### src/design/cnn_pkg.sv
package cnn_pkg;

  // pixel and weight width
  localparam int DATA_LEN = 8;
  // tile geometry, same padding so the border is one pixel
  localparam int TILE_DIM = 4;
  localparam int PAD_DIM = TILE_DIM + 2;
  localparam int KER_DIM = 3;
  localparam int KER_SIZE = KER_DIM * KER_DIM;
  localparam int NUM_FILT = 2;
  // one window per output position
  localparam int NUM_WIN = TILE_DIM * TILE_DIM;
  localparam int WIN_IDX_LEN = $clog2(NUM_WIN);
  // 9 products of 8x8 bits fit in 20 bits
  localparam int PROD_LEN = 2 * DATA_LEN;
  localparam int ACC_LEN = 20;
  localparam int BIAS_LEN = 16;
  // one spare bit for the bias add
  localparam int SUM_LEN = ACC_LEN + 1;
  // requantization shift after the bias add
  localparam int OUT_SHIFT = 4;

  // sequencer states
  typedef enum logic [2:0] {
    CIDL = 3'd0,
    ZPAD = 3'd1,
    IM2C = 3'd2,
    DOTP = 3'd3,
    BIAS = 3'd4,
    FINI = 3'd5
  } state_e;

  typedef logic signed [DATA_LEN-1:0] sample_t;
  typedef logic signed [PROD_LEN-1:0] prod_t;
  typedef logic signed [ACC_LEN-1:0] acc_t;
  typedef logic signed [BIAS_LEN-1:0] bias_val_t;
  typedef logic signed [SUM_LEN-1:0] sum_t;

  // saturation bounds of the output range
  localparam sum_t SAT_MAX = sum_t'(2 ** (DATA_LEN - 1) - 1);
  localparam sum_t SAT_MIN = sum_t'(-(2 ** (DATA_LEN - 1)));

  // element 0 sits in the low bits, row-major
  typedef struct packed {sample_t [NUM_WIN-1:0] px;} tile_t;
  typedef struct packed {sample_t [PAD_DIM*PAD_DIM-1:0] px;} padded_t;
  typedef struct packed {sample_t [KER_SIZE-1:0] px;} window_t;
  // window index is out row * 4 + out col
  typedef struct packed {window_t [NUM_WIN-1:0] win;} win_map_t;
  typedef struct packed {sample_t [KER_SIZE-1:0] w;} kernel_t;
  typedef struct packed {kernel_t [NUM_FILT-1:0] ker;} weight_set_t;
  typedef struct packed {bias_val_t [NUM_FILT-1:0] b;} bias_t;
  typedef struct packed {acc_t [NUM_FILT-1:0] f;} acc_pair_t;
  typedef struct packed {acc_pair_t [NUM_WIN-1:0] pos;} acc_map_t;
  // index is position * 2 + filter
  typedef struct packed {sample_t [NUM_WIN*NUM_FILT-1:0] v;} out_map_t;

endpackage

### src/design/add_bias.sv
`timescale 1ns/10ps

module add_bias (
  input  logic              clk,
  input  logic              arst_n,
  input  logic              bias_en,
  input  cnn_pkg::acc_map_t d,
  input  cnn_pkg::bias_t    bias,
  output cnn_pkg::out_map_t q
);

  cnn_pkg::out_map_t res;

  always_comb begin : requant
    cnn_pkg::sum_t sum;
    cnn_pkg::sum_t shifted;
    res = '0;
    for (int p = 0; p < cnn_pkg::NUM_WIN; p++) begin
      for (int f = 0; f < cnn_pkg::NUM_FILT; f++) begin
        // both operands sign-extended to the sum width
        sum = cnn_pkg::sum_t'(d.pos[p].f[f]) + cnn_pkg::sum_t'(bias.b[f]);
        // arithmetic shift rounds toward minus infinity
        shifted = sum >>> cnn_pkg::OUT_SHIFT;
        // clamp into signed 8 bits
        if (shifted > cnn_pkg::SAT_MAX) begin
          res.v[p * cnn_pkg::NUM_FILT + f] = cnn_pkg::sample_t'(cnn_pkg::SAT_MAX);
        end else if (shifted < cnn_pkg::SAT_MIN) begin
          res.v[p * cnn_pkg::NUM_FILT + f] = cnn_pkg::sample_t'(cnn_pkg::SAT_MIN);
        end else begin
          res.v[p * cnn_pkg::NUM_FILT + f] = cnn_pkg::sample_t'(shifted);
        end
      end
    end
  end

  // result map held until the next run's bias cycle
  always_ff @(posedge clk or negedge arst_n) begin
    if (!arst_n) begin
      q <= '0;
    end else if (bias_en) begin
      q <= res;
    end
  end

  // output map only moves right after a bias strobe
  a_q_hold : assert property (@(posedge clk) disable iff (!arst_n)
    !$stable(q) |-> $past(bias_en));

endmodule

### config.mk
export PLATFORM = sky130hd
export DESIGN_NAME = add_bias
export DESIGN_NICKNAME = d
export VERILOG_FILES = /design/src/design/cnn_pkg.sv /design/src/design/add_bias.sv
export SDC_FILE = /design/constraint.sdc
export NUM_CORES = 2
export LEC_CHECK = 0
export BUFFER_PORTS_ARGS = -buffer_cell sky130_fd_sc_hd__clkbuf_2
export CORE_AREA = 2 2 367 369
export DETAILED_ROUTE_END_ITERATION = 10
export DIE_AREA = 0 0 369 371
export HOLD_SLACK_MARGIN = 0.12
export PLACE_DENSITY = 0.5
export SYNTH_ARGS = -nofsm -noshare
export SYNTH_HDL_FRONTEND = slang
export SYNTH_SLANG_ARGS = --single-unit
export TNS_END_PERCENT = 10
### constraint.sdc
create_clock -name clk -period 2.26 [get_ports clk]
set_input_delay 0.113 -clock clk [delete_from_list [all_inputs] [get_ports clk]]
set_output_delay 0.113 -clock clk [all_outputs]
set_load 0.02 [all_outputs]
==> impl_metrics.env <==
export IMPL_status="complete, but fails checks"
export IMPL_failed_checks="setup timing"
export IMPL_clockBufferDepth=3
export IMPL_rows=134
export IMPL_synthCells=4468
export IMPL_p_per_area_nw_per_um2=524
export IMPL_wl_met2_mm=87.5
export IMPL_worstSetupPathType="input pin to flip-flop"
export IMPL_tightestPinTransition_ns=0.557
export IMPL_worstSetupEndpoint="q[169]$_DFFE_PN0P_"
export IMPL_worst_r2r_setup_slack_ns=1.24
export IMPL_synth_edff_count=0
export IMPL_die_area_sq_um=137000
export IMPL_rr_worst_depth=3
export IMPL_synth_top_family_by_area="compound AO/OA/AOI/OAI gates"
export IMPL_setup_viol=235
export IMPL_fin_hold_ws_ns=0.166
export IMPL_die_height_microns=371
export IMPL_met1Wirelength_mm=76.4
export IMPL_viasPerCell=5.09
export IMPL_synth_distinct_cells=89
export IMPL_syn_area_per_cell_sq_um=8.00
export IMPL_initial_core_util_pct=26.9
export IMPL_multi_input_area_sq_um=31000
export IMPL_yosys_area_share_xor_xnor_pct=9.88
export IMPL_yosys_area_top_type="ha_1"
export IMPL_drive_above_1_share_pct=40.4
export IMPL_rsz0062_at_grt="true"
export IMPL_rr_startpoint="q[114]$_DFFE_PN0P_"
export IMPL_ys_warn_count=0
export IMPL_finalCritPeriodShare_pct=127
export IMPL_antenna_found_initial=49
export IMPL_cp_end_kind="flip-flop"
export IMPL_cts_buffers=41
export IMPL_fin_skew_ns=0
export IMPL_startpoint_type="input pin"
export IMPL_p_int_uw=18200
export IMPL_first_pass_iters=5
export IMPL_fmax_mhz=349
export IMPL_p_clk_share_pct=22.8
export IMPL_grt_overflow_total=0
export IMPL_worst_slack_ns=-0.605
export IMPL_seq_power_share_pct=19.7
export IMPL_seqCellArea_sq_um=6410
export IMPL_period_needed_ns=2.86
export IMPL_synth_compound_area_share_pct=26.3
export IMPL_cp_required_ns=2.77
export IMPL_drt_antenna_violating_nets=0
export IMPL_startpoint="bias[17]"
export IMPL_totalWireLength_mm=184
export IMPL_fin_setup_tns_ns=-76.17
export IMPL_synth_top_cell_area_share_pct=21.3
export IMPL_core_sq_um=133000
export IMPL_top_layer="met5"
export IMPL_drc=0
export IMPL_slowest_stage="or4_4"
export IMPL_place_ws_ns=-1.52
export IMPL_wl_per_cell_microns=20.9
export IMPL_cts_tree="built"
export IMPL_synthSimpleGateAreaFrac_pct=22.2
export IMPL_grt_pass1_vias=43700
export IMPL_dp_cells=8463
export IMPL_hpwl_mm=152
export IMPL_critPathMaxFanout=7
export IMPL_cts_root_buf="clkbuf_16"
export IMPL_clock_sinks=256
export IMPL_numPortBuffers=930
export IMPL_largest_reg_flops=256
export IMPL_regMostFlops="q"
export IMPL_fill_cells=13400
export IMPL_fin_cells=8774
export IMPL_relSlewSlack_pct=62.9
export IMPL_ctsHtreeMaxLevel=2
export IMPL_top_regs="q x256"
export IMPL_clk_pin_slew_ns=0.06
export IMPL_grt_total_usage_pct=25.4
export IMPL_p_leak_uw=0.0292
export IMPL_ys_ff_latch=256
export IMPL_r2r_end="q[114]$_DFFE_PN0P_"
export IMPL_ir_drop_mv=0.492
export IMPL_area_growth_pct=66.1
export IMPL_sw_frac_of_total_pct=41.6
export IMPL_crit_arrival_ns=3.38
export IMPL_p_sw_uw=12900
export IMPL_seq_area_frac_synth_pct=17.9
export IMPL_die_x_microns=369
export IMPL_grt_max_degree=85
export IMPL_synth_flop_cell="dfrtp_1"
export IMPL_clk_latency_ns=0.63
export IMPL_yosys_mux_area_fraction_pct=0.693
export IMPL_hold_viol_final=0
export IMPL_synthTopCellsByArea="ha_1 21%, dfrtp_1 18%, a21oi_1 6.8%, xnor2_1 5.7%, nor2_1 4.9%"
export IMPL_drv_slew=0
export IMPL_wl_met3_mm=10.9
export IMPL_critPathMaxStageDelay_ns=0.44
export IMPL_hold_class="input pin to flip-flop"
export IMPL_nNetsFinal=8227
export IMPL_maxCapViolCount=0
export IMPL_worstPathCellList="buf_8 > buf_12 > buf_12 > ha_4 > a31o_1 > o22a_2 > a211oi_4 > o31ai_4 > o41ai_4 > o21ai_2 > or4_4 > or4_4 > a22oi_4 > nand2_1 > a21oi_1"
export IMPL_synth_area_sq_um=35700
export IMPL_vias=44600
export IMPL_synth_fp_nets=5751
export IMPL_power_frac_comb_pct=57.5
export IMPL_grt_pass1_wl_mm=264
export IMPL_io_pins=931
export IMPL_synthAdderAreaFrac_pct=21.3
export IMPL_async_flop_share_pct=100
export IMPL_drtIter0Drc=2372
export IMPL_place_congestion=0.944
## repair_timing
item	4_1_cts	5_1_grt
resized for setup	237	264
buffers inserted	10	14
endpoints found under the hold margin	432	0
setup endpoints to repair	244	251
cloned	0	2
pin swaps	117	121
hold buffers	184	0
## per-stage QoR
stage | area [sq um] | total power (uW) | util (%)
2_1_floorplan | 36000 | 14500 | -
3_3_place_gp | 53500 | 22400 | 40.3
3_5_place_dp | 53500 | 22500 | 40.3
4_1_cts | 57900 | 30700 | 43.6
5_1_grt | 59400 | 33000 | 44.7
6_report | 59400 | 31100 | 44.7
## logic make-up after synthesis
family / count (synthesis)
AND/OR/NAND/NOR: 1596
buffers and inverters: 166
XOR/XNOR: 403
multiplexers: 24
flip-flops: 256
adder cells (fa/ha/maj): 608
AO/OA/AOI/OAI: 1415
## cells in the final DEF (no fill, tap or decap), types with 37 or more instances in the layout
cell	instances
nor2b_1	88
xor2_1	167
ha_4	37
nor2_1	460
inv_1	100
dfrtp_1	256
nor3_1	86
nand2_1	317
xnor2_1	224
ha_1	566
nand3_1	123
and2_1	42
o21a_1	48
nand4_1	61
a31oi_1	39
buf_4	1300
clkbuf_2	914
o211ai_1	40
o21ai_0	133
dlygate4sd3_1	183
clkbuf_16	44
nand2b_1	67
a21o_1	184
a21oi_2	63
or3_1	44
a21oi_1	417
and3_1	56
buf_12	55
## routing by layer
layer / track usage [%] / up-vias
met5: 0 / -
met4: 11.4 / 30
met3: 4.77 / 330
met2: 43.6 / 1287
met1: 30.7 / 21100
li1: - / 21900
## critical path, delay by kind of cell
| kind | cells | cell delay, ns |
|---|---|---|
| AOI/OAI and AO/OA | 8 | 1.71 |
| adders and majority gates | 1 | 0.20 |
| buffers and inverters | 3 | 0.36 |
| and+or+nand+nor | 3 | 0.98 |
## worst min-delay path by stage
stage,start,to,slack (ns),cells past startpoint
2_1_floorplan,arst_n,q[0]$_DFFE_PN0P_,-0.18,0
3_3_place_gp,arst_n,q[240]$_DFFE_PN0P_,0.02,1
3_5_place_dp,arst_n,q[240]$_DFFE_PN0P_,0.02,1
4_1_cts,d[410],q[166]$_DFFE_PN0P_,0.12,5
5_1_grt,d[410],q[166]$_DFFE_PN0P_,0.16,5
6_report,d[470],q[190]$_DFFE_PN0P_,0.17,6
## area by class of cell
type                       instances  share of cell area, %
sequential                       256                   10.8
inverter                         101                  0.643
clock inverter                    19                  0.430
tap                             1768                   3.73
multi-input combinational       4047                   52.2
clock buffer                      55                   2.01
timing repair buffer            2497                   30.0
antenna                           31                  0.131
## synthesized netlist by cell type, types with 24 or more instances
master,number
ha_1,608
a21oi_1,486
nor2_1,467
nand2_1,332
dfrtp_1,256
xnor2_1,231
a21o_1,186
o21ai_0,177
xor2_1,172
nand3_1,128
nor3_1,103
inv_1,101
nor2b_1,90
nand2b_1,68
clkbuf_1,63
nand4_1,61
and3_1,59
o21a_1,49
or3_1,49
a211oi_1,47
a31oi_1,46
nor4_1,46
and2_1,45
o211ai_1,40
o22ai_1,36
o21bai_1,32
a221o_1,30
a31o_2,27
or2_2,26
and4_1,24
## power groups by stage
stage               sequential [uW]  clock, uW  combinational [uW]
finish                         6120       7090               17900
floorplan                      7130          0                7410
global placement               6170          0               16200
detailed placement             6180          0               16300
CTS                            6120       7310               17300
global route                   6220       7410               19400
(Power assumes the default switching activity.)
