## src/design/cnn_pkg.sv

```systemverilog
package cnn_pkg;

  // pixel and weight width
  localparam int DATA_LEN = 8;
  // tile geometry, same padding so the border is one pixel
  localparam int TILE_DIM = 4;
  localparam int PAD_DIM = TILE_DIM + 2;
  localparam int KER_DIM = 3;
  localparam int KER_SIZE = KER_DIM * KER_DIM;
  localparam int NUM_FILT = 2;
  // one window per output position
  localparam int NUM_WIN = TILE_DIM * TILE_DIM;
  localparam int WIN_IDX_LEN = $clog2(NUM_WIN);
  // 9 products of 8x8 bits fit in 20 bits
  localparam int PROD_LEN = 2 * DATA_LEN;
  localparam int ACC_LEN = 20;
  localparam int BIAS_LEN = 16;
  // one spare bit for the bias add
  localparam int SUM_LEN = ACC_LEN + 1;
  // requantization shift after the bias add
  localparam int OUT_SHIFT = 4;

  // sequencer states
  typedef enum logic [2:0] {
    CIDL = 3'd0,
    ZPAD = 3'd1,
    IM2C = 3'd2,
    DOTP = 3'd3,
    BIAS = 3'd4,
    FINI = 3'd5
  } state_e;

  typedef logic signed [DATA_LEN-1:0] sample_t;
  typedef logic signed [PROD_LEN-1:0] prod_t;
  typedef logic signed [ACC_LEN-1:0] acc_t;
  typedef logic signed [BIAS_LEN-1:0] bias_val_t;
  typedef logic signed [SUM_LEN-1:0] sum_t;

  // saturation bounds of the output range
  localparam sum_t SAT_MAX = sum_t'(2 ** (DATA_LEN - 1) - 1);
  localparam sum_t SAT_MIN = sum_t'(-(2 ** (DATA_LEN - 1)));

  // element 0 sits in the low bits, row-major
  typedef struct packed {sample_t [NUM_WIN-1:0] px;} tile_t;
  typedef struct packed {sample_t [PAD_DIM*PAD_DIM-1:0] px;} padded_t;
  typedef struct packed {sample_t [KER_SIZE-1:0] px;} window_t;
  // window index is out row * 4 + out col
  typedef struct packed {window_t [NUM_WIN-1:0] win;} win_map_t;
  typedef struct packed {sample_t [KER_SIZE-1:0] w;} kernel_t;
  typedef struct packed {kernel_t [NUM_FILT-1:0] ker;} weight_set_t;
  typedef struct packed {bias_val_t [NUM_FILT-1:0] b;} bias_t;
  typedef struct packed {acc_t [NUM_FILT-1:0] f;} acc_pair_t;
  typedef struct packed {acc_pair_t [NUM_WIN-1:0] pos;} acc_map_t;
  // index is position * 2 + filter
  typedef struct packed {sample_t [NUM_WIN*NUM_FILT-1:0] v;} out_map_t;

endpackage

```

## src/design/im2col.sv

```systemverilog
`timescale 1ns/10ps

module im2col (
  input  logic              clk,
  input  logic              arst_n,
  input  logic              im2c_en,
  input  cnn_pkg::padded_t  d,
  output cnn_pkg::win_map_t q
);

  cnn_pkg::win_map_t windows;

  always_comb begin
    windows = '0;
    // one window per output position, stride 1
    for (int orow = 0; orow < cnn_pkg::TILE_DIM; orow++) begin
      for (int ocol = 0; ocol < cnn_pkg::TILE_DIM; ocol++) begin
        // window pixels in row-major order
        for (int kr = 0; kr < cnn_pkg::KER_DIM; kr++) begin
          for (int kc = 0; kc < cnn_pkg::KER_DIM; kc++) begin
            windows.win[orow * cnn_pkg::TILE_DIM + ocol].px[kr * cnn_pkg::KER_DIM + kc] =
              d.px[(orow + kr) * cnn_pkg::PAD_DIM + ocol + kc];
          end
        end
      end
    end
  end

  // whole window map captured in one go
  // dot then picks windows by index
  always_ff @(posedge clk or negedge arst_n) begin
    if (!arst_n) begin
      q <= '0;
    end else if (im2c_en) begin
      q <= windows;
    end
  end

endmodule

```

## config.mk

```make
export PLATFORM = sky130hd
export DESIGN_NAME = im2col
export DESIGN_NICKNAME = d
export VERILOG_FILES = /design/src/design/cnn_pkg.sv /design/src/design/im2col.sv
export SDC_FILE = /design/constraint.sdc
export NUM_CORES = 1
export LEC_CHECK = 0
export BUFFER_PORTS_ARGS = -buffer_cell sky130_fd_sc_hd__buf_2
export CAP_MARGIN = 20
export CORE_AREA = 2 2 556 558
export CTS_BUF_LIST = sky130_fd_sc_hd__clkbuf_8
export CTS_CLUSTER_SIZE = 40
export DETAILED_ROUTE_END_ITERATION = 10
export DIE_AREA = 0 0 558 560
export GPL_ROUTABILITY_DRIVEN = 0
export SYNTH_ARGS = -nofsm -noshare
export SYNTH_HDL_FRONTEND = slang
export SYNTH_SLANG_ARGS = --single-unit
```

## constraint.sdc

```tcl
create_clock -name clk -period 2 [get_ports clk]
set_clock_uncertainty 0.2 [all_clocks]
set_input_delay 0.3 -clock clk [delete_from_list [all_inputs] [get_ports clk]]
set_output_delay 0.3 -clock clk [all_outputs]
set_load 0.02 [all_outputs]
```

==> results.cfg, run 1 <==
[final_layout]
instances_no_fill = 7272
top_register = q
design_area_mm2 = 0.0444
drive_gt1_frac = 0.708
finalNetCount = 3377
reg_top3 = q x288
largest_reg_flops = 288
area_delta_synth_final_pct = 146

[pwr]
p_total_mw = 31.3
vdd_drop_max_v = 0.000418
p_per_area_mw_per_mm2 = 705
p_leak_nw = 19.2

[logic_synthesis]
yosysUniqueCellTypes = 6
synth_ff_type = dfrtp_1
synth_most_common_cell = buf_4
yosysTopAreaCell = dfrtp_1
yosys.area.top_type_share = 0.400
syn-instance-count = 1472
synthTopCellsByArea = dfrtp_1 (40%), buf_4 (36%), mux2_4 (17%), mux2_2 (5.4%), buf_6 (1.6%)
synth-seq-cells = 288
syn_avg_cell_area_um2 = 12.2
ys_seq_area_frac = 0.400
netlist_area_mm2 = 0.0180
yosysWarnings = 0
synth_edf_count = 0
syn-num-nets = 1763
async_reset_ff_frac = 1.00
synthTopCellsByCount = buf_4 (864), dfrtp_1 (288), mux2_4 (201)

[setup_path]
startpoint_type = register
arrival_ns = 1.71
rrSetupSlack_ns = 0.07
r2r_end = q[794]$_DFFE_PN0P_
crit_path_max_fanout = 5
criticalPathCategory = register to output pin
cp-end-kind = output pin
r2r_cells = 4
rr_startpoint = q[794]$_DFFE_PN0P_
required_ns = 1.50

[grt]
grt.total_usage = 0.105
first_global_vias = 19100
antenna_found_initial = 69
grt_max_degree = 55
grt_first_pass_wirelength_um = 210000
grt_overflow = 0

[placement]
io_buffers = 1442
dpl_worst_slack_ns = 0.299
placed_area_mm2 = 0.0245
dp_cells = 6226
hpwl_um = 134000

[clock_network]
cts.clk_slew.worst_paths_ns = 0.07
cts_tree = yes
cts_buffer_depth = 3
clkLatencyLatePin_ns = 0.84
cts_max_level = 2
root_buffer = clkbuf_8
numCtsBuffers = 60
clkSinkCount = 288

[sta]
maxSlewViolCount = 0
hold_violations = 0
min_period_ns = 2.21
slew_headroom = 0.700
final.setup.worst_slack_ns = -0.210
rsz0062_at_grt = true
finalSetupViolCount = 921
max_freq_ghz = 0.453
worst_slew_pin_slew_ns = 0.451
fin_crit_sh = 1.10

[run_status]
violations = negative setup slack
run_status = finished, violations left

[routing]
drc_errors = 0
ant_nets = 0
dr.pass1.iters = 5
wire_per_inst_um = 24.2
drt-total-wl_um = 176000
vias_per_cell = 2.47
drt_iter0_markers = 951
vias = 18000

[floorplan]
initial_utilization = 0.0587
coreArea_mm2 = 0.307
num_rows = 204
die_area_mm2 = 0.312
die_w_um = 558
fp.dieH_um = 560
io-pin-count = 1443

[min_path]
min_path_cells = 4
hold_end = q[216]$_DFFE_PN0P_
hp-class = primary input to register
holdCritStartpoint = im2c_en

[run]
maxCapViolCount = 0
==> worst max-delay path, stage by stage (launching register included) <==
cell	delay [ns]
dfrtp_4	0.50
buf_12	0.16
buf_8	0.15
==> layout make-up <==
class | count | area, um2
Fill cell | 33600 | 263000
Timing Repair Buffer | 2448 | 26200
Sequential cell | 288 | 7640
Tap cell | 4120 | 5150
Multi-Input combinational cell | 288 | 4000
Clock buffer | 76 | 1050
Clock inverter | 32 | 347
Antenna cell | 20 | 50.0
==> power breakdown <==
part | total [mW] | switching, mW | internal, mW
combinational | 14.9 | 7.06 | 7.86
clock | 7.97 | 3.55 | 4.42
sequential | 8.38 | 1.82 | 6.56
total | 31.3 | 12.4 | 18.8
==> what timing repair did <==
| action | CTS | global route |
|---|---|---|
| setup endpoints to repair | 1152 | 1150 |
| resized for setup | 2566 | 421 |
| buffers inserted | 62 | 34 |
| hold buffers | 820 | 0 |
| gates cloned | 1 | 1 |
| endpoints found under the hold margin | 576 | 0 |
==> placed cells by master, fill, tap and decap left out, drive strengths merged <==
master and n:
dlygate4sd3 819, inv 19, diode 20, clkbuf 77
bufinv 8, buf 1628, dfrtp 288, clkinv 4
mux2 288, clkinvlp 1
==> per-layer routing <==
layer / wire (um) / GRT usage / up-vias
met5: 84 / 0 / -
met4: 12600 / 0.0681 / 14
met3: 18500 / 0.0419 / 352
met2: 81100 / 0.172 / 1474
met1: 64100 / 0.112 / 8988
li1: - / - / 7146
==> how the worst max path moves through the flow <==
stage | startpoint | to | slack (ns) | cells past startpoint
after floorplan | im2c_en | q[1008]$_DFFE_PN0P_ | 0.65 | 4
after global placement | q[364]$_DFFE_PN0P_ | q[36] | 0.30 | 1
after detailed placement | q[364]$_DFFE_PN0P_ | q[300] | 0.30 | 1
after CTS | q[510]$_DFFE_PN0P_ | q[382] | -0.36 | 1
after global routing | q[721]$_DFFE_PN0P_ | q[457] | -0.36 | 2
final | q[726]$_DFFE_PN0P_ | q[334] | -0.21 | 2
==> metrics by stage <==
| stage | TNS (ns) | utilization | hold WS [ns] |
|---|---|---|---|
| after floorplan | 0 | - | -0.196 |
| after global placement | 0 | 0.0799 | -0.0156 |
| after detailed placement | 0 | 0.0799 | -0.0144 |
| after CTS | -257.41 | 0.139 | 0.153 |
| after global routing | -232.24 | 0.144 | 0.199 |
| final | -96.44 | 0.145 | 0.308 |
==> cells by family after synthesis <==
logic type | synth area share
muxes | 0.222
buffers and inverters | 0.378
DFF | 0.400
No activity file was read; power rests on OpenSTA's default activity.
==> run 2: changes to the inputs <==
--- a/config.mk
+++ b/config.mk
@@ -13,6 +13,7 @@
 export DETAILED_ROUTE_END_ITERATION = 10
 export DIE_AREA = 0 0 558 560
 export GPL_ROUTABILITY_DRIVEN = 0
+export PLACE_DENSITY_LB_ADDON = 0.1
 export SYNTH_ARGS = -nofsm -noshare
 export SYNTH_HDL_FRONTEND = slang
 export SYNTH_SLANG_ARGS = --single-unit
==> results.cfg, run 2 (synthesized netlist as in run 1, its figures left out) <==
[grt]
grt_overflow = 0
grt_max_degree = 32
grt.total_usage = 0.0773
antenna_found_initial = 13
first_global_vias = 16000
grt_first_pass_wirelength_um = 159000

[sta]
hold_violations = 0
max_freq_ghz = 0.478
fin_crit_sh = 1.05
maxSlewViolCount = 0
rsz0062_at_grt = true
worst_slew_pin_slew_ns = 0.346
min_period_ns = 2.09
finalSetupViolCount = 163
slew_headroom = 0.769
final.setup.worst_slack_ns = -0.0907

[pwr]
vdd_drop_max_v = 0.000359
p_per_area_mw_per_mm2 = 717
p_leak_nw = 17.0

[setup_path]
r2r_end = q[1104]$_DFFE_PN0P_
arrival_ns = 1.59
r2r_cells = 2
cp-end-kind = output pin
rr_startpoint = q[1104]$_DFFE_PN0P_
criticalPathCategory = register to output pin
crit_slowest_cell = dfrtp_4
startpoint_type = register
crit_path_max_fanout = 4
worstPathCellList = buf_12 > buf_6
rrSetupSlack_ns = 0.21
max_stage_delay_ns = 0.56
required_ns = 1.50

[placement]
placed_area_mm2 = 0.0243
dp_cells = 6203
dpl_worst_slack_ns = 0.247
hpwl_um = 101000
io_buffers = 1442

[final_layout]
final_common_cell = buf_6
drive_gt1_frac = 0.793
nFillCells = 34900
design_area_mm2 = 0.0390
finalCoreUtilization = 0.127
reg_top3 = q x288
instances_no_fill = 6893
final_cell_mix = buf_6 (924), dlygate4sd3_1 (462), buf_2 (405), mux2_4 (201), dfrtp_2 (150)
largest_reg_flops = 288
area_delta_synth_final_pct = 116
finalNetCount = 3012
top_register = q

[routing]
drt_iter0_markers = 359
drt-total-wl_um = 126000
ant_nets = 0
vias = 14800
vias_per_cell = 2.15
dr.pass1.iters = 4
drc_errors = 0
wire_per_inst_um = 18.3

[clock_network]
cts_buffer_depth = 3
cts.clk_slew.worst_paths_ns = 0.07
root_buffer = clkbuf_8
cts_max_level = 3
clkSinkCount = 288
numCtsBuffers = 71
clkLatencyLatePin_ns = 0.73
cts_tree = yes

[min_path]
min_path_cells = 4
hold_end = q[5]$_DFFE_PN0P_
hp-class = primary input to register
holdCritStartpoint = im2c_en

[run]
maxCapViolCount = 0

[floorplan]
num_rows = 204
initial_utilization = 0.0587
die_area_mm2 = 0.312
io-pin-count = 1443
die_w_um = 558
fp.dieH_um = 560
coreArea_mm2 = 0.307

[run_status]
violations = negative setup slack
run_status = finished, violations left
-- run 2: cell count changes in the layout (fill, tap and decap cells not counted), sizes merged, moves of 6 or more --
cell         delta
diode          -12
dlygate4sd3   -357
inv             +7
buf            -18
bufinv          -6
clkbuf          +7
-- run 2: metrics by stage --
step	hold WS, ns	setup TNS, ns	power, mW
floorplan	-0.196	0	13.8
global placement	-0.0495	0	16.0
detailed placement	-0.0493	0	16.0
CTS	0.000196	-122.95	28.8
global route	0.0376	-86.16	29.6
finish	0.130	-4.43	28.0
-- run 2: report_power, final --
part,internal [mW],switching (mW)
Sequential,6.55,1.59
Clock,4.03,3.51
Combinational,6.42,5.86
Total,17.0,11.0
-- run 2: cell type report --
type                    count  area (um2)  share of cell area
repair buffers           2072       20800               0.535
well taps                4120        5150               0.132
clock buffers              84        1160              0.0297
clock inverters            33         214             0.00549
multi-input cells         288        4000               0.103
flip-flops and latches    288        7590               0.195
diodes                      8        20.0            0.000514
-- run 2: how the worst max path moves through the flow --
stage / from / endpoint / slack (ns) / cells after the start
6_report: q[806]$_DFFE_PN0P_ / q[806] / -0.09 / 2
3_3_place_gp: im2c_en / q[802]$_DFFE_PN0P_ / 0.24 / 4
3_5_place_dp: im2c_en / q[1092]$_DFFE_PN0P_ / 0.25 / 4
5_1_grt: q[806]$_DFFE_PN0P_ / q[742] / -0.24 / 2
4_1_cts: q[806]$_DFFE_PN0P_ / q[806] / -0.28 / 2
2_1_floorplan: im2c_en / q[1008]$_DFFE_PN0P_ / 0.65 / 4
-- run 2: worst max-delay path: cells and delay by family, from the launching register on --
family                 cells  cell delay (ns)
buffers and inverters      2             0.31
flip-flops                 1             0.56
-- run 2: layer usage --
layer,up-vias,part of all wire,global-route usage
met4,4,0.032,0.0256
met1,7327,0.41,0.0908
met2,926,0.49,0.134
met3,134,0.071,0.0223
met5,-,0.00021,0
li1,6421,-,-
-- run 2: what timing repair did --
item / CTS / global route
resized for setup: 2437 / 127
hold buffers: 462 / 1
cloned: 0 / 1
hold endpoints to repair: 576 / 45
setup endpoints to repair: 1042 / 1095
buffers inserted: 97 / 5
