File: src/design/cnn_pkg.sv
package cnn_pkg;

  // pixel and weight width
  localparam int DATA_LEN = 8;
  // tile geometry, same padding so the border is one pixel
  localparam int TILE_DIM = 4;
  localparam int PAD_DIM = TILE_DIM + 2;
  localparam int KER_DIM = 3;
  localparam int KER_SIZE = KER_DIM * KER_DIM;
  localparam int NUM_FILT = 2;
  // one window per output position
  localparam int NUM_WIN = TILE_DIM * TILE_DIM;
  localparam int WIN_IDX_LEN = $clog2(NUM_WIN);
  // 9 products of 8x8 bits fit in 20 bits
  localparam int PROD_LEN = 2 * DATA_LEN;
  localparam int ACC_LEN = 20;
  localparam int BIAS_LEN = 16;
  // one spare bit for the bias add
  localparam int SUM_LEN = ACC_LEN + 1;
  // requantization shift after the bias add
  localparam int OUT_SHIFT = 4;

  // sequencer states
  typedef enum logic [2:0] {
    CIDL = 3'd0,
    ZPAD = 3'd1,
    IM2C = 3'd2,
    DOTP = 3'd3,
    BIAS = 3'd4,
    FINI = 3'd5
  } state_e;

  typedef logic signed [DATA_LEN-1:0] sample_t;
  typedef logic signed [PROD_LEN-1:0] prod_t;
  typedef logic signed [ACC_LEN-1:0] acc_t;
  typedef logic signed [BIAS_LEN-1:0] bias_val_t;
  typedef logic signed [SUM_LEN-1:0] sum_t;

  // saturation bounds of the output range
  localparam sum_t SAT_MAX = sum_t'(2 ** (DATA_LEN - 1) - 1);
  localparam sum_t SAT_MIN = sum_t'(-(2 ** (DATA_LEN - 1)));

  // element 0 sits in the low bits, row-major
  typedef struct packed {sample_t [NUM_WIN-1:0] px;} tile_t;
  typedef struct packed {sample_t [PAD_DIM*PAD_DIM-1:0] px;} padded_t;
  typedef struct packed {sample_t [KER_SIZE-1:0] px;} window_t;
  // window index is out row * 4 + out col
  typedef struct packed {window_t [NUM_WIN-1:0] win;} win_map_t;
  typedef struct packed {sample_t [KER_SIZE-1:0] w;} kernel_t;
  typedef struct packed {kernel_t [NUM_FILT-1:0] ker;} weight_set_t;
  typedef struct packed {bias_val_t [NUM_FILT-1:0] b;} bias_t;
  typedef struct packed {acc_t [NUM_FILT-1:0] f;} acc_pair_t;
  typedef struct packed {acc_pair_t [NUM_WIN-1:0] pos;} acc_map_t;
  // index is position * 2 + filter
  typedef struct packed {sample_t [NUM_WIN*NUM_FILT-1:0] v;} out_map_t;

endpackage

File: src/design/state_calc.sv
`timescale 1ns/10ps

module state_calc (
  input  logic             clk,
  input  logic             arst_n,
  input  logic             load,
  input  logic             dot_done,
  output cnn_pkg::state_e  state,
  output logic             zpad_en,
  output logic             im2c_en,
  output logic             dot_en,
  output logic             bias_en
);

  cnn_pkg::state_e state_nxt;
  logic advance;

  // fixed stages always advance
  // dotp waits for its stage, idle and fini wait for a load
  assign advance = ((state == cnn_pkg::CIDL) & load) |
                   (state == cnn_pkg::ZPAD) |
                   (state == cnn_pkg::IM2C) |
                   ((state == cnn_pkg::DOTP) & dot_done) |
                   (state == cnn_pkg::BIAS) |
                   ((state == cnn_pkg::FINI) & load);

  always_comb begin
    state_nxt = state;
    if (advance) begin
      case (state)
        cnn_pkg::CIDL: state_nxt = cnn_pkg::ZPAD;
        cnn_pkg::ZPAD: state_nxt = cnn_pkg::IM2C;
        cnn_pkg::IM2C: state_nxt = cnn_pkg::DOTP;
        cnn_pkg::DOTP: state_nxt = cnn_pkg::BIAS;
        cnn_pkg::BIAS: state_nxt = cnn_pkg::FINI;
        // a new run straight from a held result
        cnn_pkg::FINI: state_nxt = cnn_pkg::ZPAD;
        default:       state_nxt = cnn_pkg::CIDL;
      endcase
    end
  end

  always_ff @(posedge clk or negedge arst_n) begin
    if (!arst_n) begin
      state <= cnn_pkg::CIDL;
    end else begin
      state <= state_nxt;
    end
  end

  // one-cycle strobes, dot_en is a level over all of dotp
  assign zpad_en = (state == cnn_pkg::ZPAD);
  assign im2c_en = (state == cnn_pkg::IM2C);
  assign dot_en  = (state == cnn_pkg::DOTP);
  assign bias_en = (state == cnn_pkg::BIAS);

  // the dot engine must not finish outside its own state
  a_done_in_dotp : assert property (@(posedge clk) disable iff (!arst_n)
    dot_done |-> state == cnn_pkg::DOTP);

  a_state_legal : assert property (@(posedge clk) disable iff (!arst_n)
    !$isunknown(state) && state inside {cnn_pkg::CIDL, cnn_pkg::ZPAD, cnn_pkg::IM2C,
                                        cnn_pkg::DOTP, cnn_pkg::BIAS, cnn_pkg::FINI});

endmodule

File: config.mk
export PLATFORM = sky130hd
export DESIGN_NAME = state_calc
export DESIGN_NICKNAME = d
export VERILOG_FILES = /design/src/design/cnn_pkg.sv /design/src/design/state_calc.sv
export SDC_FILE = /design/constraint.sdc
export NUM_CORES = 1
export LEC_CHECK = 0
export BUFFER_PORTS_ARGS = -buffer_cell sky130_fd_sc_hd__buf_2
export CORE_AREA = 4 4 41 43
export CTS_BUF_LIST = sky130_fd_sc_hd__clkbuf_8
export DETAILED_ROUTE_END_ITERATION = 16
export DIE_AREA = 0 0 45 47
export GPL_ROUTABILITY_DRIVEN = 1
export MAX_ROUTING_LAYER = met4
export PLACE_DENSITY = 0.39
export SLEW_MARGIN = 30
export SYNTH_ARGS = -nofsm -noshare
export SYNTH_HDL_FRONTEND = slang
export SYNTH_SLANG_ARGS = --single-unit
File: constraint.sdc
create_clock -name clk -period 0.9 [get_ports clk]
set_input_delay 0.135 -clock clk [delete_from_list [all_inputs] [get_ports clk]]
set_output_delay 0.135 -clock clk [all_outputs]
set_load 0.02 [all_outputs]
==> results.md, run 1 <==
- Worst hold start: load
- Final HPWL DP: 425.8 µm
- Outcome: finished with violations
- Worst Path Arrival: 1.04 ns
- Initial antenna violation count: 0
- Iteration-0 DRC count of the detailed router: 0
- Worst Hold End: state[0]
- Flip-flop and latch area: 78.83 µm²
- FF+latch count, synth: 3
- Max_cap viols: 0
- DRT antenna net count: 0
- Vias in the first global route: 260
- Via density per instance: 3.982
- Filler cell count: 134
- Critical path's largest stage delay: 0.44 ns
- RePlAce Congestion: 0.7323
- CORE AREA: 1301 µm²
- Dpl cells: 46
- First-pass GRT wire length: 1048 µm
- Min cycle time layout: 1.173 ns
- # nets final: 45
- Ant diodes: 0
- Footprint of the multi-input gates: 160.2 µm²
- CP max FO: 4
- Drt wl/cell: 10.18 µm
- Peak supply drop: 1335 µV
- # rows: 13
- Failing checks: negative setup slack
- Detailed-route DRC error count: 0
- Port Buf Inserts: 10
- Max clock buf depth: 2
- Die X-Extent: 45 µm
- Routed WL: 560 µm
- Final Non-Filler Cells: 55
- Total global routing overflow: 0
- Crit share post-route: 130.3%
- Leakage power: 0.2236 nW
- Pins Over Slew Limit: 0
- Worst Setup Start Kind: register
- Die Area: 2115 µm²
- CTS buffer count: 3
- Worst slack, placed: -0.1079 ns
- Htree depth: 1
- Max reg flops: 3
- TritonCTS Sinks: 3
- RSZ-0062 raised after global routing: yes
- Final worst slack: -0.2731 ns
- WP data required: 0.76 ns
- Die height: 47 µm
- Largest registers: state (3)
- Highest Clock Rate: 852.4 MHz
- Clock Skews: 0.001589 ns
- Worst-Margin Slew: 0.1885 ns
- Setup CP Type: register to primary output
- Top reg by flops: state
- Drt pass-1 iters: 1
- Top delay family on crit path: flip-flops
- Hold depth: 3
- Fraction of layout cells with a size suffix above 1: 85.00%
- Largest net degree at the start of global routing: 6
- WP buf/inv: 1
- Mapped Area: 176.4 µm²
- I/O pin count: 11
- Total number of vias: 219
- Syn Inst Count: 18
- Reg2reg path depth: 3
- R2r startpoint: state[0]
- Crit-path cells: nand2b_4 > nor2_4 > buf_6
- Final Core Density: 36.83%
- Slew headroom: 87.44%
- Area Overhead vs Synth: 171.6%
- Total track usage: 7.353%
- Endpoint type of the worst setup path: primary output
- CTS tree: built
- Syn Nets: 22
- Endpoints failing setup: 10
- Power Density: 3854 nW/µm²
- Clock latency on the worst-skew pair: 0.21 ns
- Slowest-stage cell, CP: dfrtp_2
- Worst reg2reg endpoint: state[0]
- Tightest Hold Check Type: input port to register
- Fin Hold WS: 0.1903 ns
- CTS root buf: clkbuf_8
- Synth cell types: 14
- Mapped Avg Cell Area: 9.801 µm²
- Clk pin slew, worst setup/hold paths: 0.03 ns
- Synth Warn #: 0
- Final Hold Fails: 0
- Sum of negative setup slack: -2.180 ns
- Initial Utilization: 13.56%
- Reg2reg setup slack: -0.20 ns
- Sequential cell area fraction in the yosys report: 42.55%
cells in the mapped netlist (all sizes together):
library cell  number  area share, %
nor2               3            6.4
nand2b             2            8.5
o2bb2ai            1            5.0
mux2i              1            5.7
a211oi             1            7.1
and3b              2             11
a21oi              1            2.8
nor3               1            2.8
nand2              1            2.1
dfrtp              3             43
inv                1            2.1
nor3b              1            4.3
layout make-up:
type / instances / area share, %
Clock buffer: 3 / 8.616
Inverter: 1 / 0.7833
Timing Repair Buffer: 18 / 36.03
Clock inverter: 1 / 0.7833
Sequential cell: 3 / 16.45
Multi-Input combinational cell: 14 / 33.42
Tap cell: 15 / 3.916
kinds of logic (layout without fill, tap and decap cells):
kind of cell	after synthesis	in the layout	synth area share [%]
buffers and inverters	1	23	2.126
AOI/OAI and AO/OA	3	3	14.89
muxes	1	1	5.674
and+or+nand+nor	10	10	34.75
DFF	3	3	42.55
what timing repair did:
item                                   CTS  global route
setup endpoints to repair               10            10
pin swaps                                1             2
endpoints found under the hold margin    3             0
hold buffers                             1             0
buffers inserted                         4             0
resized for setup                       15             3
worst max path at each step:
stage | startpoint | to | slack [ns] | cells after the start
3_5_place_dp | state[2] | zpad_en | -0.11 | 3
2_1_floorplan | state[0] | state[0] | -0.09 | 2
6_report | state[2] | zpad_en | -0.27 | 3
5_1_grt | state[2] | zpad_en | -0.31 | 3
3_3_place_gp | state[2] | zpad_en | -0.09 | 3
4_1_cts | state[2] | zpad_en | -0.28 | 3
metrics by stage:
stage,power [mW],instance area [µm²]
3_3_place_gp,1.072,316.6
6_report,1.847,479.2
4_1_cts,1.798,461.7
5_1_grt,1.978,479.2
2_1_floorplan,0.8131,225.2
3_5_place_dp,1.090,316.6
placed cells by master, fill, tap and decap left out, types with 2 or more instances in the layout:
cell type,n
clkbuf_8,3
dfrtp_2,3
buf_6,6
buf_4,6
nor2_4,2
buf_2,3
routing by layer:
metal	share of wire, %	global-route usage (%)	vias up
li1	-	-	109
met1	43	7.763	99
met2	48	11.58	11
met3	8.2	2.299	0
met4	0	5.263	0
met5	0	-	-
worst min-delay path, stage by stage:
cell and delay, ns:
buf_2 0.11, nand2b_2 0.06, a211oi_2 0.05
power by group:
part / total [mW] / switching, mW / internal (mW)
Clock: 0.365 / 0.0756 / 0.289
Sequential: 0.362 / 0.150 / 0.211
Combinational: 1.12 / 0.473 / 0.647
Power figures use the tool's default switching activity.
==> run 2, diff against run 1 <==
CORE_AREA = 5 5 42 44   (was 4 4 41 43)
CTS_CLUSTER_SIZE = 8   (was default)
DIE_AREA = 0 0 47 49   (was 0 0 45 47)
GPL_TIMING_DRIVEN = 0   (was default)
==> results.md, run 2 (synthesis results as in run 1) <==
- CORE AREA: 1401 µm²
- Highest Clock Rate: 849.4 MHz
- Worst-Margin Slew: 0.1996 ns
- Worst Path Arrival: 1.04 ns
- CTS root buf: clkbuf_8
- Total global routing overflow: 0
- RSZ-0062 raised after global routing: yes
- Initial antenna violation count: 0
- Top reg by flops: state
- Crit share post-route: 130.8%
- Worst Setup Start Kind: register
- Pins Over Slew Limit: 0
- Most common cell after layout, fill and taps aside: buf_6
- P_int: 1.103 mW
- Max clock buf depth: 2
- Failing checks: negative setup slack
- Detailed-route DRC error count: 0
- Htree depth: 1
- Peak supply drop: 944.5 µV
- Total number of vias: 210
- Tightest Hold Check Type: input port to register
- Iteration-0 DRC count of the detailed router: 0
- First-pass GRT wire length: 1007 µm
- Reg2reg setup slack: -0.20 ns
- Clock Skews: 0.003653 ns
- Drt wl/cell: 9.982 µm
- Area Overhead vs Synth: 163.1%
- Die X-Extent: 47 µm
- # rows: 14
- Setup CP Type: register to primary output
- Clock network fraction of total power: 21.0%
- Routed WL: 559 µm
- Via density per instance: 3.750
- Reg power frac: 20.8%
- Clk pin slew, worst setup/hold paths: 0.03 ns
- Drt pass-1 iters: 1
- Worst slack, placed: -0.1183 ns
- Sw frac: 38.22%
- Endpoints failing setup: 10
- P_sw: 682.2 µW
- Commonest cells after routing, fill and taps aside: 10 x buf_6, 4 x buf_4, 3 x clkbuf_8, 3 x buf_2, 3 x dfrtp_2
- Die height: 49 µm
- Clock latency on the worst-skew pair: 0.21 ns
- Final Hold Fails: 0
- TritonCTS Sinks: 3
- Final worst slack: -0.2773 ns
- WP data required: 0.76 ns
- Min cycle time layout: 1.177 ns
- Largest net degree at the start of global routing: 7
- CP max FO: 4
- Initial Utilization: 12.59%
- Fraction of layout cells with a size suffix above 1: 82.50%
- Ant diodes: 0
- Total track usage: 6.358%
- Max reg flops: 3
- # nets final: 45
- RePlAce Congestion: 0.7171
- Outcome: finished with violations
- CTS tree: built
- Die Area: 2303 µm²
- DRT antenna net count: 0
- I/O pin count: 11
- Final Core Density: 33.13%
- Combinational share of power: 58.2%
- Max_cap viols: 0
- Vias in the first global route: 265
- CTS buffer count: 3
- Filler cell count: 153
- Endpoint type of the worst setup path: primary output
- Final HPWL DP: 382.6 µm
- Largest registers: state (3)
- Power Density: 3846 nW/µm²
- Leakage power: 0.2177 nW
- Slew headroom: 86.69%
- Port Buf Inserts: 10
==> run 2: cell counts in the layout (fill, tap and decap cells not counted) <==
Identical to the previous run, type by type.
==> run 2: worst paths after layout <==
path,startpoint,depth (start not counted),to
worst min register to register,state[1],2,state[2]
worst min-delay path,load,3,state[0]
worst max-delay path,state[2],3,dot_en
worst max register to register,state[0],3,state[0]
min in group asynchronous,arst_n,2,state[1]
max in group asynchronous,arst_n,2,state[0]
==> run 2: area by class of cell <==
type / count / area, µm² / share of cell area, %
tap: 16 / 20.02 / 4.313
clock inverter: 1 / 3.754 / 0.8086
inverter: 1 / 6.256 / 1.348
sequential: 3 / 78.83 / 16.98
multi-input combinational: 14 / 146.4 / 31.54
timing repair buffer: 18 / 167.7 / 36.12
clock buffer: 3 / 41.29 / 8.895
==> run 2: timing repair <==
action	CTS	global route
setup buffers	6	1
endpoints found under the hold margin	3	0
endpoints found under the setup margin	9	10
resized for setup	17	2
hold buffers	1	0
pin swaps	1	1
cloned	0	0
==> run 2: metal layers <==
metal  GRT usage [%]  vias to the layer above  part of all wire (%)
li1                -                      107                     -
met1           6.167                       99                    40
met2           9.502                        4                    60
met3           2.214                        0                  0.36
met4           5.530                        0                     0
met5               -                        -                     0
==> run 2: power by group through the flow <==
| stage | clock, mW | sequential (mW) | combinational (mW) |
|---|---|---|---|
| after floorplan | 0 | 0.449 | 0.364 |
| after global placement | 0 | 0.408 | 0.585 |
| after detailed placement | 0 | 0.411 | 0.585 |
| after CTS | 0.389 | 0.378 | 0.988 |
| after global routing | 0.410 | 0.388 | 1.11 |
| final | 0.374 | 0.372 | 1.04 |
==> run 2: worst max-delay path, cell delays in order (launching register included) <==
cell and delay (ns):
dfrtp_2 0.43, nand2b_4 0.18, nor2_4 0.09, buf_6 0.12
==> run 2: per-stage QoR <==
step | TNS (ns) | std cells | total power [mW] | hold slack (ns) | area (µm²)
finish | -2.034 | 56 | 1.785 | 0.1886 | 464.2
global route | -2.478 | 56 | 1.908 | 0.1994 | 464.2
CTS | -2.120 | 55 | 1.756 | 0.1867 | 449.2
detailed placement | -0.5555 | 44 | 0.9960 | -0.06895 | 295.3
global placement | -0.5223 | 44 | 0.9924 | -0.07082 | 295.3
floorplan | -0.3460 | 18 | 0.8131 | -0.1606 | 225.2
