**config.mk**
```make
export PLATFORM = sky130hd
export DESIGN_NAME = zero_padding
export DESIGN_NICKNAME = d
export VERILOG_FILES = /design/src/design/cnn_pkg.sv /design/src/design/zero_padding.sv
export SDC_FILE = /design/constraint.sdc
export NUM_CORES = 1
export LEC_CHECK = 0
export BUFFER_PORTS_ARGS = -buffer_cell sky130_fd_sc_hd__buf_2
export CORE_AREA = 2 2 164 166
export DETAILED_ROUTE_END_ITERATION = 6
export DIE_AREA = 0 0 166 168
export PLACE_DENSITY_LB_ADDON = 0.12
export SLEW_MARGIN = 25
export SYNTH_ARGS = -nofsm -noshare
export SYNTH_HDL_FRONTEND = slang
export SYNTH_SLANG_ARGS = --single-unit
export TNS_END_PERCENT = 20
```
**constraint.sdc**
```tcl
create_clock -name clk -period 0.9 [get_ports clk]
set_input_delay 0.045 -clock clk [delete_from_list [all_inputs] [get_ports clk]]
set_output_delay 0.045 -clock clk [all_outputs]
set_load 0.02 [all_outputs]
```
**src/design/cnn_pkg.sv**
```systemverilog
package cnn_pkg;

  // pixel and weight width
  localparam int DATA_LEN = 8;
  // tile geometry, same padding so the border is one pixel
  localparam int TILE_DIM = 4;
  localparam int PAD_DIM = TILE_DIM + 2;
  localparam int KER_DIM = 3;
  localparam int KER_SIZE = KER_DIM * KER_DIM;
  localparam int NUM_FILT = 2;
  // one window per output position
  localparam int NUM_WIN = TILE_DIM * TILE_DIM;
  localparam int WIN_IDX_LEN = $clog2(NUM_WIN);
  // 9 products of 8x8 bits fit in 20 bits
  localparam int PROD_LEN = 2 * DATA_LEN;
  localparam int ACC_LEN = 20;
  localparam int BIAS_LEN = 16;
  // one spare bit for the bias add
  localparam int SUM_LEN = ACC_LEN + 1;
  // requantization shift after the bias add
  localparam int OUT_SHIFT = 4;

  // sequencer states
  typedef enum logic [2:0] {
    CIDL = 3'd0,
    ZPAD = 3'd1,
    IM2C = 3'd2,
    DOTP = 3'd3,
    BIAS = 3'd4,
    FINI = 3'd5
  } state_e;

  typedef logic signed [DATA_LEN-1:0] sample_t;
  typedef logic signed [PROD_LEN-1:0] prod_t;
  typedef logic signed [ACC_LEN-1:0] acc_t;
  typedef logic signed [BIAS_LEN-1:0] bias_val_t;
  typedef logic signed [SUM_LEN-1:0] sum_t;

  // saturation bounds of the output range
  localparam sum_t SAT_MAX = sum_t'(2 ** (DATA_LEN - 1) - 1);
  localparam sum_t SAT_MIN = sum_t'(-(2 ** (DATA_LEN - 1)));

  // element 0 sits in the low bits, row-major
  typedef struct packed {sample_t [NUM_WIN-1:0] px;} tile_t;
  typedef struct packed {sample_t [PAD_DIM*PAD_DIM-1:0] px;} padded_t;
  typedef struct packed {sample_t [KER_SIZE-1:0] px;} window_t;
  // window index is out row * 4 + out col
  typedef struct packed {window_t [NUM_WIN-1:0] win;} win_map_t;
  typedef struct packed {sample_t [KER_SIZE-1:0] w;} kernel_t;
  typedef struct packed {kernel_t [NUM_FILT-1:0] ker;} weight_set_t;
  typedef struct packed {bias_val_t [NUM_FILT-1:0] b;} bias_t;
  typedef struct packed {acc_t [NUM_FILT-1:0] f;} acc_pair_t;
  typedef struct packed {acc_pair_t [NUM_WIN-1:0] pos;} acc_map_t;
  // index is position * 2 + filter
  typedef struct packed {sample_t [NUM_WIN*NUM_FILT-1:0] v;} out_map_t;

endpackage

```
**src/design/zero_padding.sv**
```systemverilog
`timescale 1ns/10ps

module zero_padding (
  input  logic             clk,
  input  logic             arst_n,
  input  logic             zpad_en,
  input  cnn_pkg::tile_t   d,
  output cnn_pkg::padded_t q
);

  cnn_pkg::padded_t padded;

  always_comb begin
    // border ring stays zero
    padded = '0;
    // tile lands one row down and one column in
    for (int r = 0; r < cnn_pkg::TILE_DIM; r++) begin
      for (int c = 0; c < cnn_pkg::TILE_DIM; c++) begin
        padded.px[(r + 1) * cnn_pkg::PAD_DIM + c + 1] = d.px[r * cnn_pkg::TILE_DIM + c];
      end
    end
  end

  // d sampled in the zpad cycle only
  always_ff @(posedge clk or negedge arst_n) begin
    if (!arst_n) begin
      q <= '0;
    end else if (zpad_en) begin
      q <= padded;
    end
  end

endmodule

```
==> results of run 1 <==
cell families after synthesis:
family / count (synthesis) / synth area share (%)
buffers and inverters: 174 / 22.9
DFF: 128 / 53.1
muxes: 128 / 23.9
other: 1 / 0.0622
final cells by class:
class	count	area [um^2]	share of cell area (%)
clock inverter	14	228	2.38
tap	341	427	4.46
multi-input combinational	288	2040	21.4
clock buffer	17	425	4.45
antenna	1	2.50	0.0262
timing repair buffer	401	3240	33.8
sequential	128	3200	33.5
worst register-to-register path: stages, from the launching register on:
cell	delay, ns
dfrtp_1	0.39
buf_4	0.14
mux2_2	0.25
through the flow:
| stage | area [um^2] | util, % | total power, mW |
|---|---|---|---|
| floorplan | 6620 | - | 9.29 |
| global placement | 7110 | 27.0 | 9.93 |
| detailed placement | 7110 | 27.0 | 9.95 |
| CTS | 9380 | 35.6 | 18.7 |
| global route | 9560 | 36.3 | 19.4 |
| finish | 9560 | 36.3 | 18.5 |
power groups by stage:
stage / Clock (mW) / Combinational (mW) / Sequential (mW)
2_1_floorplan: 0 / 1.85 / 7.44
3_3_place_gp: 0 / 3.23 / 6.70
3_5_place_dp: 0 / 3.25 / 6.70
4_1_cts: 8.04 / 3.98 / 6.67
5_1_grt: 8.30 / 4.36 / 6.77
6_report: 7.72 / 4.10 / 6.70
cells in the final DEF, fill, tap and decap left out, drive strengths merged:
master	instances
buf	271
conb	160
dlygate4sd3	130
mux2	128
dfrtp	128
clkbuf	17
bufinv	5
inv	5
clkinv	3
diode	1
clkinvlp	1
repair_timing:
item                                    4_1_cts  5_1_grt
endpoints found under the setup margin      128      129
cloned                                        0        0
hold buffers                                130        0
hold endpoints to repair                    256        0
gates resized for setup                     100       52
buffers inserted                              1        2
worst paths after layout:
path                          end  slack [ns]  cells past startpoint
max reg2reg                q[209]           0                      2
min reg2reg                q[163]        0.50                      1
min in group clk           q[222]        0.14                      3
max in group asynchronous  q[183]        0.30                      3
min                        q[113]        0.05                      2
max                         q[81]       -0.11                      1
metal layers:
metal  track usage, %  routed length (um)  vias to the layer above
met1             10.4                5300                     2028
li1                 -                   -                     1929
met4             2.95                 129                        0
met3             5.50                1680                        7
met2             18.7                8000                      242
met5                0                   0                        -
==> impl_metrics.json, run 1 <==
{
  "cp-end-kind": "output port",
  "comb_power_share_pct": 22.1,
  "fin_worst_skew_ns": 0,
  "setup_viol": 128,
  "gr-total-overflow": 0,
  "setup_slack_ns": -0.111,
  "reg2reg_from": "q[209]",
  "cpPeakStageDelay_ns": 0.41,
  "p_switching_mw": 5.28,
  "p_per_area_nw_per_um2": 1940,
  "tns_ns": -10.77,
  "syn_inst": 431,
  "crit_type": "reg -> out",
  "grtUsageTotal_pct": 10.4,
  "async_flop_share_pct": 100,
  "io_pins": 419,
  "clockPowerShare_pct": 41.7,
  "antenna_found_initial": 1,
  "path_max_fanout": 2,
  "row_count": 60,
  "cap_viol_max_count": 0,
  "worstSetupStartpoint": "q[81]",
  "die_x_um": 166,
  "max_freq_mhz": 989,
  "ys_seq_area_share_pct": 53.1,
  "fp.coreArea_um2": 26400,
  "grt_first_pass_wirelength_mm": 22.7,
  "peakVddDrop_uv": 1160,
  "avgRoutedWirePerCell_um": 12.7,
  "fin_crit_ns": 1.01,
  "grt_pass1_vias": 4385,
  "hpwl_mm": 10.5,
  "grt_setup_unrepaired": "true",
  "power_frac_seq_pct": 36.2,
  "period_share_pct": 112,
  "violations": "negative setup slack",
  "synth_top_area_cell": "dfrtp_1",
  "ys.flop_type": "dfrtp_1",
  "synth_common_cells": "buf_4, dfrtp_1, mux2_2",
  "initial_utilization_pct": 22.9,
  "ys_types": 6,
  "die_h_um": 168,
  "drtIter0Drc": 57,
  "synth-seq-cells": 128,
  "cts_made_buffers": 17,
  "stdcell_count": 1190,
  "largest_reg_flops": 128,
  "reg_top3": "q x128",
  "synth_most_common_cell": "buf_4",
  "drc_errors": 0,
  "synth.avg_cell_area_um2": 14.0,
  "avgViaCountPerCell": 3.53,
  "yosys-top-cells-area": "dfrtp_1, mux2_2, buf_4, clkbuf_8, buf_6",
  "port_buffers": 258,
  "switching_share_pct": 28.5,
  "clock_sinks": 128,
  "synth_warnings": 0,
  "root_buffer": "clkbuf_16",
  "path_clk_slew_ns": 0.06,
  "hold-worst-slack_ns": 0.0459,
  "synth_edf_count": 0,
  "dp_cells": 1025,
  "ant_nets": 0,
  "slew_viol_final": 0,
  "drt_pass1_iterations": 3,
  "p_int_mw": 13.2,
  "n_fill_cell": 2589,
  "hold_class": "in -> async",
  "layout-drive-gt1-share_pct": 50.7,
  "yosysTopAreaCellShare_pct": 53.1,
  "syn_to_final_growth_pct": 58.7,
  "gp_congestion": 0.711,
  "worstSkewPairLatency_ns": 0.41,
  "tritoncts": "built",
  "p_leak_nw": 4.64,
  "top_register": "q",
  "cp-start-kind": "register",
  "cpMaxStageDelayCell": "dfrtp_1",
  "grt_max_degree": 50,
  "worstPathCellList": "buf_6",
  "final_hold_viol_count": 0,
  "critPathBufInv": 1,
  "status": "finished with violations",
  "vias": 4206,
  "h-tree-depth": 4,
  "critPathArrivalTime_ns": 0.97,
  "die-area_um2": 27900,
  "netlist_area_um2": 6030,
  "nNetsFinal": 967,
  "worstPathRequired_ns": 0.85,
  "cp_top_family": "flip-flops",
  "drt-total-wl_mm": 15.1,
  "pre_cts_ws_ns": -0.127,
  "clockBufferDepth": 2
}
No activity file was read; power rests on OpenSTA's default activity.
==> run 2: changes to the inputs <==
- BUFFER_PORTS_ARGS: -buffer_cell sky130_fd_sc_hd__buf_2 -> not set
- CAP_MARGIN: not set -> 10
- CORE_AREA: 2 2 164 166 -> 2 2 162 164
- DIE_AREA: 0 0 166 168 -> 0 0 164 166
- DONT_BUFFER_PORTS: not set -> 1
==> run 2 against run 1 <==
  * The run ends with negative hold slack, negative setup slack left
  * Register-to-register slack about the same
  * Cell count decreased by 12%
  * Design area decreased by 6.0%
  * Critical path depth unchanged
  * Fmax increased by 1.4%
  * Worst hold slack got worse by 0.72 ns
  * Sequential share of layout area increased by 2.1 points
  * Highest routed layer unchanged
==> impl_metrics.json, run 2 (synthesized netlist as in run 1, its figures left out) <==
{
  "worstPathRequired_ns": 0.85,
  "worstPathCellList": "buf_6",
  "hpwl_mm": 9.10,
  "gr-total-overflow": 0,
  "drt_pass1_iterations": 4,
  "die_x_um": 164,
  "fp.coreArea_um2": 25600,
  "status": "finished with violations",
  "grt_max_degree": 129,
  "top_register": "q",
  "clockBufferDepth": 2,
  "initial_utilization_pct": 23.5,
  "port_buffers": 0,
  "layout-drive-gt1-share_pct": 41.2,
  "violations": "negative hold slack, negative setup slack",
  "diodes": 0,
  "path_max_fanout": 2,
  "gp_congestion": 0.660,
  "dp_cells": 879,
  "crit_type": "reg -> out",
  "row_count": 59,
  "place_area_um2": 6630,
  "grtUsageTotal_pct": 9.82,
  "drt-total-wl_mm": 13.5,
  "syn_to_final_growth_pct": 49.2,
  "root_buffer": "clkbuf_16",
  "path_clk_slew_ns": 0.07,
  "io_pins": 419,
  "die_h_um": 166,
  "avgRoutedWirePerCell_um": 12.9,
  "nNetsFinal": 827,
  "grt_first_pass_wirelength_mm": 20.8,
  "antenna_found_initial": 0,
  "drtIter0Drc": 98,
  "hold-worst-slack_ns": -0.671,
  "cts_made_buffers": 17,
  "layout_commonest_cell": "conb_1",
  "grt_setup_unrepaired": "true",
  "critPathBufInv": 1,
  "vias": 3704,
  "final_area_um2": 8990,
  "final_cell_mix": "conb_1, dlygate4sd3_1, buf_6, dfrtp_1, mux2_2",
  "reg_top3": "q x128",
  "period_share_pct": 111,
  "setup_viol": 129,
  "cp-end-kind": "output port",
  "ant_nets": 0,
  "worstSkewPairLatency_ns": 0.40,
  "final_hold_viol_count": 256,
  "max_freq_mhz": 1000,
  "setup_slack_ns": -0.0976,
  "cpPeakStageDelay_ns": 0.40,
  "hold_buffers": 128,
  "cp-start-kind": "register",
  "h-tree-depth": 4,
  "critPathArrivalTime_ns": 0.95,
  "cap_viol_max_count": 0,
  "n_fill_cell": 2507,
  "hold_class": "in -> async",
  "clock_sinks": 128,
  "p_leak_nw": 4.13,
  "largest_reg_flops": 128,
  "slew_viol_final": 0,
  "fin_crit_ns": 0.998,
  "cp_top_family": "flip-flops",
  "peakVddDrop_uv": 965,
  "die-area_um2": 27200,
  "drc_errors": 0,
  "avgViaCountPerCell": 3.55,
  "pre_cts_ws_ns": 0.129,
  "grt_pass1_vias": 3992,
  "stdcell_count": 1044,
  "tritoncts": "built",
  "p_per_area_nw_per_um2": 1910,
  "cpMaxStageDelayCell": "dfrtp_1",
  "fin_worst_skew_ns": 0
}
run 2: area by class of cell:
| type | instances | area (um^2) | share of cell area, % |
|---|---|---|---|
| Multi-Input combinational cell | 288 | 2050 | 22.8 |
| Clock buffer | 18 | 429 | 4.77 |
| Sequential cell | 128 | 3200 | 35.6 |
| Clock inverter | 14 | 134 | 1.49 |
| Timing Repair Buffer | 261 | 2760 | 30.7 |
| Tap cell | 335 | 419 | 4.66 |
run 2: layer usage:
| metal | share of wire [%] | global-route usage (%) | up-vias |
|---|---|---|---|
| met5 | 0 | 0 | - |
| met4 | 1.4 | 3.17 | 0 |
| met3 | 7.4 | 3.70 | 11 |
| met2 | 57 | 19.2 | 211 |
| met1 | 34 | 9.19 | 1831 |
| li1 | - | - | 1651 |
run 2: through the flow:
| step | hold WS, ns | utilization, % | total power, mW | setup TNS [ns] |
|---|---|---|---|---|
| CTS | -0.704 | 35.1 | 17.5 | -13.51 |
| detailed placement | -0.249 | 25.9 | 9.72 | 0 |
| global placement | -0.247 | 25.9 | 9.70 | 0 |
| floorplan | -0.251 | - | 9.29 | 0 |
| global route | -0.713 | 35.1 | 18.0 | -16.34 |
| finish | -0.671 | 35.1 | 17.2 | -9.65 |
run 2: worst paths after layout:
check | end | from | cells after the start | slack [ns]
min | q[226] | arst_n | 0 | -0.67
max | q[77] | q[77] | 1 | -0.1
min in group clk | q[207] | zpad_en | 1 | -0.21
max in group asynchronous | q[60] | arst_n | 0 | 1.25
max reg2reg | q[77] | q[77] | 2 | 0
min reg2reg | q[176] | q[176] | 1 | 0.53
run 2: timing repair:
action | 4_1_cts | 5_1_grt
pin swaps | 0 | 0
resized for setup | 128 | 1
cloned | 0 | 0
endpoints found under the setup margin | 128 | 130
endpoints found under the hold margin | 256 | 256
buffers inserted | 4 | 1
run 2: where the power goes:
part,total (mW),switching [mW],internal [mW]
Clock,6.62,2.77,3.84
Sequential,6.74,0.402,6.34
Combinational,3.82,1.85,1.96
run 2: worst register-to-register path, stage by stage, from the launching register on:
cell and delay (ns):
dfrtp_1 0.40, buf_4 0.14, mux2_4 0.26
==> run 3: changes to the inputs <==
--- a/constraint.sdc
+++ b/constraint.sdc
@@ -3,2 +3,2 @@
 set_output_delay 0.045 -clock clk [all_outputs]
-set_load 0.02 [all_outputs]
+set_load 0.01 [all_outputs]
==> run 3 against run 2 <==
  * The run still ends with negative hold slack, negative setup slack left
  * Global-route usage is 0.16 points higher
  * Register-to-register slack is essentially flat
  * Fmax rose by 0.78%
  * Largest power group is now the clock network
  * Critical path depth is the same
  * Cell count down 1.1%
==> impl_metrics.json, run 3 (synthesized netlist as in run 1, its figures left out) <==
{
  "row_count": 59,
  "setup_slack_ns": -0.0899,
  "fin_worst_skew_ns": 0,
  "top_register": "q",
  "violations": "negative hold slack, negative setup slack",
  "avgViaCountPerCell": 3.55,
  "p_leak_nw": 4.07,
  "reg2reg_slack_ns": 0.01,
  "final_cell_mix": "conb_1, mux2_2, dlygate4sd3_1, dfrtp_1, buf_6",
  "clock_sinks": 128,
  "hpwl_mm": 8.85,
  "dr_wl_met3_mm": 1.09,
  "pre_cts_ws_ns": 0.0868,
  "period_share_pct": 110,
  "p_int_mw": 12.5,
  "gr-total-overflow": 0,
  "p_per_area_nw_per_um2": 1880,
  "hold_buffers": 128,
  "final_hold_viol_count": 256,
  "p_switching_mw": 4.19,
  "path_clk_slew_ns": 0.07,
  "cp-start-kind": "register",
  "comb_power_share_pct": 17.4,
  "tritoncts": "built",
  "nNetsFinal": 816,
  "n_fill_cell": 2515,
  "critPathArrivalTime_ns": 0.94,
  "path_max_fanout": 2,
  "place_area_um2": 6540,
  "status": "finished with violations",
  "cpMaxStageDelayCell": "dfrtp_1",
  "die-area_um2": 27200,
  "fin_crit_ns": 0.990,
  "die_h_um": 166,
  "hold_class": "in -> async",
  "drt_pass1_iterations": 4,
  "cp_top_family": "flip-flops",
  "largest_reg_flops": 128,
  "port_buffers": 0,
  "rr_endpoint": "q[133]",
  "crit_type": "reg -> out",
  "highest_layer": "met4",
  "fp.coreArea_um2": 25600,
  "grtUsageTotal_pct": 9.98,
  "worstSkewPairLatency_ns": 0.41,
  "antenna_found_initial": 0,
  "wl_met2_mm": 7.83,
  "cpPeakStageDelay_ns": 0.39,
  "h-tree-depth": 4,
  "grt_max_degree": 129,
  "syn_to_final_growth_pct": 47.6,
  "drt-met1-wl_mm": 4.43,
  "ant_nets": 0,
  "layout_commonest_cell": "conb_1",
  "drc_errors": 0,
  "clockBufferDepth": 2,
  "slew_viol_final": 0,
  "critPathBufInv": 1,
  "peakVddDrop_uv": 848,
  "drt-total-wl_mm": 13.5,
  "avgRoutedWirePerCell_um": 13.1,
  "final_area_um2": 8900,
  "worstSetupStartpoint": "q[208]",
  "clockPowerShare_pct": 42.1,
  "cts_made_buffers": 17,
  "initial_utilization_pct": 23.5,
  "root_buffer": "clkbuf_16",
  "vias": 3662,
  "max_freq_mhz": 1010,
  "power_frac_seq_pct": 40.5,
  "reg2regPathDepth": 2,
  "worstPathRequired_ns": 0.85,
  "cap_viol_max_count": 0,
  "grt_pass1_vias": 3930,
  "power_mw": 16.7,
  "reg_top3": "q x128",
  "cp-end-kind": "output port",
  "hold-worst-slack_ns": -0.669,
  "die_x_um": 164,
  "diodes": 0,
  "cp.depth": 1,
  "gp_congestion": 0.663,
  "io_pins": 419,
  "worstPathCellList": "buf_6",
  "drtIter0Drc": 82,
  "grt_setup_unrepaired": "true",
  "switching_share_pct": 25.1,
  "grt_first_pass_wirelength_mm": 20.9,
  "reg2reg_from": "q[133]",
  "layout-drive-gt1-share_pct": 40.3,
  "setup_viol": 116,
  "tns_ns": -7.66
}
[run 3: what timing repair did]
action | CTS | global route
setup endpoints to repair | 116 | 130
resized for setup | 116 | 0
setup buffers | 3 | 3
cloned | 0 | 0
hold endpoints to repair | 256 | 256
[run 3: how the worst max path moves through the flow]
stage | endpoint
finish | q[208]
global route | q[77]
floorplan | q[108]
detailed placement | q[165]
CTS | q[208]
global placement | q[165]
[run 3: through the flow]
stage / util [%] / cells
after floorplan: - / 590
after global placement: 25.5 / 867
after detailed placement: 25.5 / 867
after CTS: 34.7 / 1030
after global routing: 34.7 / 1033
final: 34.7 / 1033
[run 3: final cells by class]
| type | instances | area (um^2) | area share, % |
|---|---|---|---|
| clock buffers | 21 | 470 | 5.29 |
| clock inverters | 11 | 131 | 1.48 |
| multi-input cells | 288 | 2040 | 22.9 |
| flip-flops and latches | 128 | 3200 | 36.0 |
| well taps | 335 | 419 | 4.71 |
| repair buffers | 250 | 2630 | 29.6 |
[run 3: power groups by stage]
stage / Clock, mW / Sequential [mW] / Combinational (mW)
after global placement: 0 / 6.75 / 2.11
final: 7.03 / 6.76 / 2.90
after detailed placement: 0 / 6.75 / 2.12
after global routing: 7.62 / 6.84 / 3.11
after CTS: 7.36 / 6.76 / 2.90
after floorplan: 0 / 6.99 / 1.55
[run 3: layer usage]
metal  vias to the layer above  global-route usage (%)
met5                         -                       0
met4                         0                    3.32
met3                        12                    4.17
met2                       207                    19.3
met1                      1814                    9.21
li1                       1629                       -
